--- src/pers_defines.svh ---
// shared sizes and instruction field positions, include wherever a width or field is needed
`ifndef PERS_DEFINES_SVH
`define PERS_DEFINES_SVH

// ----------------------------------------------------------
// register file geometry
// ----------------------------------------------------------
`define PERS_AEG_CNT       51   // implemented AEGs
`define PERS_AEG_IDX_BITS  6    // bits needed to address 0..50
`define PERS_NQ_AEG        8    // takes the engine next-queue count
`define PERS_ARG_AEGS      8    // AEG 0..7 go to the engine

// ----------------------------------------------------------
// widths
// ----------------------------------------------------------
`define PERS_WORD_W        64
`define PERS_INST_W        32
`define PERS_EXC_W         16
`define PERS_AEG_CNT_W     18

// ----------------------------------------------------------
// instruction fields
// ----------------------------------------------------------
`define PERS_KIND_HI       31
`define PERS_KIND_LO       30
`define PERS_CAEP_HI       22   // custom instruction number
`define PERS_CAEP_LO       18
`define PERS_IDX_HI        17   // full AEG index, wider than the file
`define PERS_IDX_LO        0

// exception vector bits
`define PERS_EXC_UNIMPL    0
`define PERS_EXC_AEGIDX    1

`endif

--- src/pers_isa_pkg.sv ---
// instruction side types, used by the decoder and the top level through scoped names
`include "pers_defines.svh"

package pers_isa_pkg;

   // ----------------------------------------------------------
   // instruction word and its fields
   // ----------------------------------------------------------
   typedef logic [`PERS_INST_W-1:0] inst_t;   // raw host instruction

   typedef logic [`PERS_KIND_HI-`PERS_KIND_LO:0] inst_kind_t;   // selects the operation

   typedef logic [`PERS_CAEP_HI-`PERS_CAEP_LO:0] caep_t;   // caep number, only 0 implemented

   // index as the host sends it
   // upper bits must be zero for a legal access
   typedef logic [`PERS_IDX_HI-`PERS_IDX_LO:0] aeg_idx_t;

   // ----------------------------------------------------------
   // kind encodings
   // ----------------------------------------------------------
   localparam inst_kind_t KIND_AEG_WR = 2'd1;   // aeg <- dispatch data
   localparam inst_kind_t KIND_AEG_RD = 2'd2;   // aeg -> return data
   localparam inst_kind_t KIND_CAEP   = 2'd3;   // custom, number in caep field
   // kind 0 is left unimplemented

endpackage

--- src/inst_decode.sv ---
// instruction decoder, turns each valid host instruction into aeg and caep strobes
`timescale 1ns/1ps
`include "pers_defines.svh"

module inst_decode (
   input  logic                    clk,
   input  logic                    rst_n_i,
   input  pers_isa_pkg::inst_t     inst_i,
   input  logic                    inst_vld_i,
   output logic                    aeg_wr_o,
   output logic                    aeg_rd_o,
   output pers_isa_pkg::aeg_idx_t  aeg_idx_o,
   output logic                    caep0_o,
   output logic                    err_unimpl_o
);

   // ----------------------------------------------------------
   // field extraction
   // ----------------------------------------------------------
   pers_isa_pkg::inst_kind_t kind;
   pers_isa_pkg::caep_t      caep;
   logic                     unimpl;   // current cycle, not yet registered
   logic                     err_unimpl_q;

   assign kind      = inst_i[`PERS_KIND_HI:`PERS_KIND_LO];
   assign caep      = inst_i[`PERS_CAEP_HI:`PERS_CAEP_LO];
   assign aeg_idx_o = inst_i[`PERS_IDX_HI:`PERS_IDX_LO];   // range check is in aeg_file

   // strobes live in the issue cycle only
   always_comb begin
      aeg_wr_o = 1'b0;
      aeg_rd_o = 1'b0;
      caep0_o  = 1'b0;
      unimpl   = 1'b0;
      if (inst_vld_i) begin
         case (kind)
            pers_isa_pkg::KIND_AEG_WR: aeg_wr_o = 1'b1;
            pers_isa_pkg::KIND_AEG_RD: aeg_rd_o = 1'b1;
            pers_isa_pkg::KIND_CAEP: begin
               caep0_o = (caep == '0);   // caep 0 starts the engine
               unimpl  = (caep != '0);   // nothing else behind the other numbers
            end
            default: unimpl = 1'b1;   // kind 0
         endcase
      end
   end

   // ----------------------------------------------------------
   // error pulse, one cycle after the instruction
   // ----------------------------------------------------------
   always_ff @(posedge clk) begin
      if (!rst_n_i) begin
         err_unimpl_q <= 1'b0;
      end else begin
         err_unimpl_q <= unimpl;
      end
   end

   assign err_unimpl_o = err_unimpl_q;

   // at most one strobe per cycle
   a_one_action : assert property (@(posedge clk) disable iff (!rst_n_i)
      $onehot0({aeg_wr_o, aeg_rd_o, caep0_o}));

endmodule

--- config.mk ---
export PLATFORM = sky130hd
export DESIGN_NAME = inst_decode
export DESIGN_NICKNAME = d
export VERILOG_FILES = /design/src/pers_isa_pkg.sv /design/src/inst_decode.sv
export VERILOG_INCLUDE_DIRS = /design/src
export SDC_FILE = /design/constraint.sdc
export NUM_CORES = 1
export LEC_CHECK = 0
export BUFFER_PORTS_ARGS = -buffer_cell sky130_fd_sc_hd__buf_2
export CAP_MARGIN = 10
export CORE_AREA = 2 2 39 41
export DETAILED_ROUTE_END_ITERATION = 6
export DIE_AREA = 0 0 41 43
export PLACE_DENSITY_LB_ADDON = 0.15
export SETUP_SLACK_MARGIN = 0.02
export SYNTH_ARGS = -nofsm -noshare
export SYNTH_HDL_FRONTEND = slang
export SYNTH_SLANG_ARGS = --single-unit
--- constraint.sdc ---
create_clock -name clk -period 0.84 [get_ports clk]
set_input_delay 0.042 -clock clk [delete_from_list [all_inputs] [get_ports clk]]
set_output_delay 0.042 -clock clk [all_outputs]
set_load 0.02 [all_outputs]
=== Word level (Yosys, flattened, before mapping) ===
Cells that the tools add are included.

* Equality and inequality tests: 3
* Multiplexer cells: 7
* Reductions and logical operators: 4

{| class="wikitable"
|+ Operator list
! operator !! count
|-
| $mux 1 || 6
|-
| $logic_not 5->1 || 1
|-
| $reduce_bool 5->1 || 1
|-
| $eq 2x2->1 const B || 2
|-
| $eq 2x1->1 const B || 1
|-
| $pmux 1 s2 || 1
|-
| $reduce_and 2->1 || 1
|-
| $reduce_or 2->1 || 1
|}

* Register bits after elaboration: 1
* Bits of input ports: 35
* Output and inout port bits: 22
* Logic and storage cells: 15

=== Longest topological paths before layout ===
Gate-level depths: netlist (run 1).

* Depth in word-level cells: 3
* Gate-level depth with buffers: 4
* Depth with buffers taken out: 4

=== Least setup slack after synthesis (run 1) ===
OpenSTA, ideal clock, no wires.

* Kind: input port to output port
* Start: input inst_i[19]
* End: output caep0_o
* Data arrival time: 0.638 ns
* Data required time: 0.798 ns
* Slack: 0.160 ns
* Stages: 2
* Buffers on the path: 0
* Path through: nor4_2 > and4_1

* Word-level cells in the longest chain between the ends: 3

{| class="wikitable"
|+ Ends and longest elaborated chain
! item !! RTL line !! source
|-
| start, declared || inst_decode.sv:8 || <nowiki>input pers_isa_pkg::inst_t inst_i,</nowiki>
|-
| $logic_not 5->1 || inst_decode.sv:40 || <nowiki>caep0_o = (caep == '0);</nowiki>
|-
| $mux 1 || inst_decode.sv:36 || <nowiki>case (kind)</nowiki>
|-
| $mux 1 || inst_decode.sv:35 || <nowiki>if (inst_vld_i) begin</nowiki>
|-
| end, declared || inst_decode.sv:13 || <nowiki>output logic caep0_o,</nowiki>
|}

Every way passes these cells.

=== Worst setup path after layout (run 1) ===
* Start: input inst_i[20]
* End: output caep0_o

Same word-level chain as after synthesis.

==> flow_summary.ini, run 1 <==
[final_layout]
final_util = 0.1844
nets = 67
layout-drive-gt1-share = 0.6296
area_growth_syn_to_layout_pct = 1.493
largest_reg_flops = 1
fin_area_um2 = 255.2
insertedDiodeCount = 0

[synth]
yosysSeqAreaShare = 0.07960
netlist_instances = 31
ys_types = 9
syn_nets = 69
synth.avg_cell_area_um2 = 8.113
yosys_warnings = 0
syn_area_um2 = 251.5
synth-seq-cells = 1

[placement]
place_congestion = 0.5529
dpl_cell_area_um2 = 209.0
io_buffer_count = 13

[critical_path]
end_kind = primary output
crit_path_max_incr_delay_ns = 0.27
crit_chain = buf_6 -> nor4_4 -> and4_1 -> buf_6
start_kind = input port
crit_top_cell = buf_6
cp_num_buf_inv = 2
crit_start = inst_i[20]
worstPathRequired_ns = 0.80
crit_type = input port to primary output
path_delay_family = simple AND/OR/NAND/NOR gates
crit_fanout = 2
crit_path_end = caep0_o
crit_cells = 4
cp_slowest_cell = nor4_4
arrival_ns = 0.78

[floorplanning]
core_um2 = 1384
start_util = 0.1817
die_area_um2 = 1763
io_pins = 57
dieWidth_um = 41
die_y_um = 43
rows = 14

[sta]
period_minus_slack_ns = 0.8223
rsz0062_at_grt = yes
finalMaxSlewViolations = 0
hold_viol_final = 0
tns_ns = 0
whs_ns = 0.08401
finalCritPeriodShare = 0.9790
setup_viol = 0
worst_pin_slew_ns = 0.2151
slew_headroom = 0.8555
fmax_mhz = 1216

[global_routing]
grt.total_usage = 0.03896
first_global_vias = 151
grt_overflow = 0
grtUsageMet1 = 0.02848
met3_usage = 0.02618
use_met2 = 0.07813
antenna_found_initial = 0
grt_busiest_layer = met2
grt_max_degree = 5
grt_pass1_wl_um = 538

[routing]
wl_um = 451
drt_iter0_markers = 0
drt_first_pass_iters = 1
ant_nets = 0
vias = 161
avgViaCountPerCell = 3.744
wl_per_cell_um = 10.49
drc = 0

[job]
max_cap_viol_count = 0

[power_and_ir_drop]
p_sw_frac = 0.2910
powerDensity_nw_per_um2 = 531.3
power_frac_seq = 0.383
pwr-share-clk = 0
p_leak_nw = 0.1292
p_sw_mw = 0.03946
p_int_mw = 0.09616
combPwrFrac = 0.617
vdd.ir_drop.worst_mv = 0.1139

[status]
status = completed

[clock_network]
holdBufCountCts = 0

[worst_hold_path]
hp-class = input port to primary output
[layout by cell type (no fill, tap or decap)]
| cell type | instances |
|---|---|
| a31oi_1 | 1 |
| and2_1 | 2 |
| dfxtp_1 | 1 |
| buf_4 | 1 |
| and4_1 | 1 |
| inv_1 | 2 |
| buf_6 | 4 |
| o211ai_1 | 1 |
| ha_4 | 1 |
| buf_2 | 9 |
| ha_1 | 2 |
| inv_2 | 1 |
| nor4_4 | 1 |
[power by group through the flow]
stage                     Clock, mW  Sequential [mW]  Combinational (mW)
after floorplan                   0           0.0558               0.147
after global placement            0           0.0520              0.0640
after detailed placement          0           0.0520              0.0650
after CTS                         0           0.0520              0.0765
after global routing              0           0.0525              0.0934
final                             0           0.0519              0.0837
[through the flow]
stage / cells / worst slack, ns / power, mW
3_3_place_gp: 43 / -0.03049 / 0.1160
2_1_floorplan: 31 / 0.1598 / 0.2026
5_1_grt: 43 / -0.01965 / 0.1460
4_1_cts: 43 / -0.005184 / 0.1285
3_5_place_dp: 43 / -0.07262 / 0.1170
6_report: 43 / 0.01766 / 0.1356
[synthesized netlist by cell type]
cell | instances | share of area
a31oi_1 | 1 | 0.025
and2_1 | 2 | 0.050
and4_1 | 1 | 0.035
buf_4 | 18 | 0.54
dfxtp_1 | 1 | 0.080
ha_1 | 3 | 0.15
inv_1 | 3 | 0.045
nor4_2 | 1 | 0.050
o211ai_1 | 1 | 0.030
[what timing repair did]
item                                    CTS  global route
setup buffers                             0             0
endpoints found under the setup margin    2             3
gates resized for setup                   5             3
pin swaps                                 4             3
endpoints found under the hold margin     0             0
[metal layers]
metal | vias to the layer above | share of wire
met5 | - | 0
met4 | 0 | 0
met3 | 0 | 0.24
met2 | 20 | 0.48
met1 | 66 | 0.28
li1 | 75 | -
[kinds of logic after synthesis]
family,count (synthesis),synth area share
buffers and inverters,21,0.5821
and+or+nand+nor,4,0.1343
DFF,1,0.07961
AOI/OAI and AO/OA,2,0.05475
adders and majority gates,3,0.1493
[worst min-delay path by stage]
stage          startpoint             to  slack (ns)  cells after the start
2_1_floorplan     rst_n_i   err_unimpl_o        0.19                      2
3_3_place_gp   inst_i[11]  aeg_idx_o[11]        0.08                      0
3_5_place_dp   inst_i[11]  aeg_idx_o[11]        0.08                      0
4_1_cts        inst_i[11]  aeg_idx_o[11]        0.08                      0
5_1_grt         inst_i[8]   aeg_idx_o[8]        0.08                      0
6_report        inst_i[2]   aeg_idx_o[2]        0.08                      0
[layout make-up]
type,instances,area (um^2)
fill,153,1129
multi-input combinational,9,106.4
timing repair buffer,14,97.59
sequential,1,20.02
tap,16,20.02
inverter,3,11.26
(Power assumes the default switching activity.)
==> run 2: changes to the inputs <==
==> constraint.sdc (replaced) <==
create_clock -name clk -period 0.84 [get_ports clk]
set_input_delay 0.168 -clock clk [delete_from_list [all_inputs] [get_ports clk]]
set_output_delay 0.168 -clock clk [all_outputs]
set_load 0.02 [all_outputs]
==> run 2 against run 1 <==
The run now ends with setup timing left. Worst setup slack lost 0.24 ns. Critical path depth is the same. Die area is the same. Via count grew 7.5%. Critical path type unchanged. Critical endpoint unchanged. Largest power group unchanged.
==> flow_summary.ini, run 2 (same netlist as run 1, synthesis figures left out) <==
[final_layout]
final_cell_mix = buf_6, buf_2, ha_4
largest_reg_flops = 1
area_growth_syn_to_layout_pct = 33.33
nets = 68
layout-drive-gt1-share = 0.8571
final_util = 0.2423
nFillCells = 156
insertedDiodeCount = 0

[sta]
layout_setup_ws_ns = -0.2203
setup_viol = 4
tns_ns = -0.2750
hold_viol_final = 0
fmax_mhz = 943.2
whs_ns = 0.3360
slew_headroom = 0.8592
finalMaxSlewViolations = 0
rsz0062_at_grt = yes
finalCritPeriodShare = 1.262
worst_pin_slew_ns = 0.2096
period_minus_slack_ns = 1.060

[routing]
avgViaCountPerCell = 3.932
drc = 0
drt_first_pass_iters = 1
drt_iter0_markers = 0
vias = 173
wl_per_cell_um = 11.52
wl_um = 507
ant_nets = 0

[worst_hold_path]
hold_depth = 0
min_to = aeg_idx_o[8]
hp-class = input port to primary output
min_from = inst_i[8]

[job]
max_cap_viol_count = 0

[critical_path]
start_kind = input port
crit_fanout = 2
end_kind = primary output
arrival_ns = 0.89
worstPathRequired_ns = 0.67
crit_type = input port to primary output

[floorplanning]
die_y_um = 43
io_pins = 57
core_um2 = 1384
dieWidth_um = 41
die_area_um2 = 1763
rows = 14
start_util = 0.1817

[power_and_ir_drop]
vdd.ir_drop.worst_mv = 0.1038
powerDensity_nw_per_um2 = 508.9
p_leak_nw = 0.1479

[global_routing]
antenna_found_initial = 0
first_global_vias = 164
grt_busiest_layer = met2
grt_overflow = 0
grt_pass1_wl_um = 641
grt.total_usage = 0.05095
grt_max_degree = 5
use_met2 = 0.1188
grtUsageMet1 = 0.02532
met3_usage = 0.02094

[placement]
place_congestion = 0.4241
hpwlAfterDp_um = 400.5
io_buffer_count = 13

[status]
violations = setup timing
status = finished, violations left
-- run 2: cell count changes in the layout (fill, tap and decap cells not counted), sizes merged --
cell,previous run,this run
buf,14,15
-- run 2: metal layers --
layer  up-vias  share of wire
li1         76              -
met1        76           0.24
met2        21           0.55
met3         0           0.20
met4         0              0
met5         -              0
-- run 2: how the worst max path moves through the flow --
stage                    start      end  slack (ns)
global placement    inst_i[19]  caep0_o       -0.27
finish              inst_i[20]  caep0_o       -0.22
global route        inst_i[20]  caep0_o       -0.27
floorplan           inst_i[19]  caep0_o       -0.03
CTS                 inst_i[20]  caep0_o       -0.24
detailed placement  inst_i[19]  caep0_o       -0.29
-- run 2: through the flow --
step | total power, mW | instances | cell area, um^2 | setup slack (ns)
final | 0.1706 | 44 | 335.3 | -0.2203
after CTS | 0.1680 | 44 | 330.3 | -0.2359
after global routing | 0.1818 | 44 | 335.3 | -0.2746
after floorplan | 0.2045 | 31 | 262.8 | -0.03484
after global placement | 0.1212 | 43 | 220.2 | -0.2652
after detailed placement | 0.1225 | 43 | 220.2 | -0.2926
-- run 2: critical path: stages --
cell and delay [ns]:
buf_6 0.09, nor4_4 0.27, and4_4 0.25, buf_6 0.11
-- run 2: cell type report --
cell class | count | area (um^2) | share of cell area
multi-input combinational | 9 | 138.9 | 0.4142
timing repair buffer | 15 | 140.1 | 0.4179
inverter | 3 | 16.27 | 0.04851
tap | 16 | 20.02 | 0.05970
sequential | 1 | 20.02 | 0.05970
-- run 2: power breakdown --
group / switching (mW) / leakage, nW / internal [mW]
combinational: 0.0500 / 0.140 / 0.0688
clock: 0 / 0 / 0
sequential: 0.000447 / 0.00825 / 0.0513
-- run 2: what timing repair did --
| action | 4_1_cts | 5_1_grt |
|---|---|---|
| setup endpoints to repair | 4 | 4 |
| setup buffers | 1 | 0 |
| pin swaps | 6 | 3 |
| gates resized for setup | 26 | 1 |
| hold buffers | 0 | 0 |
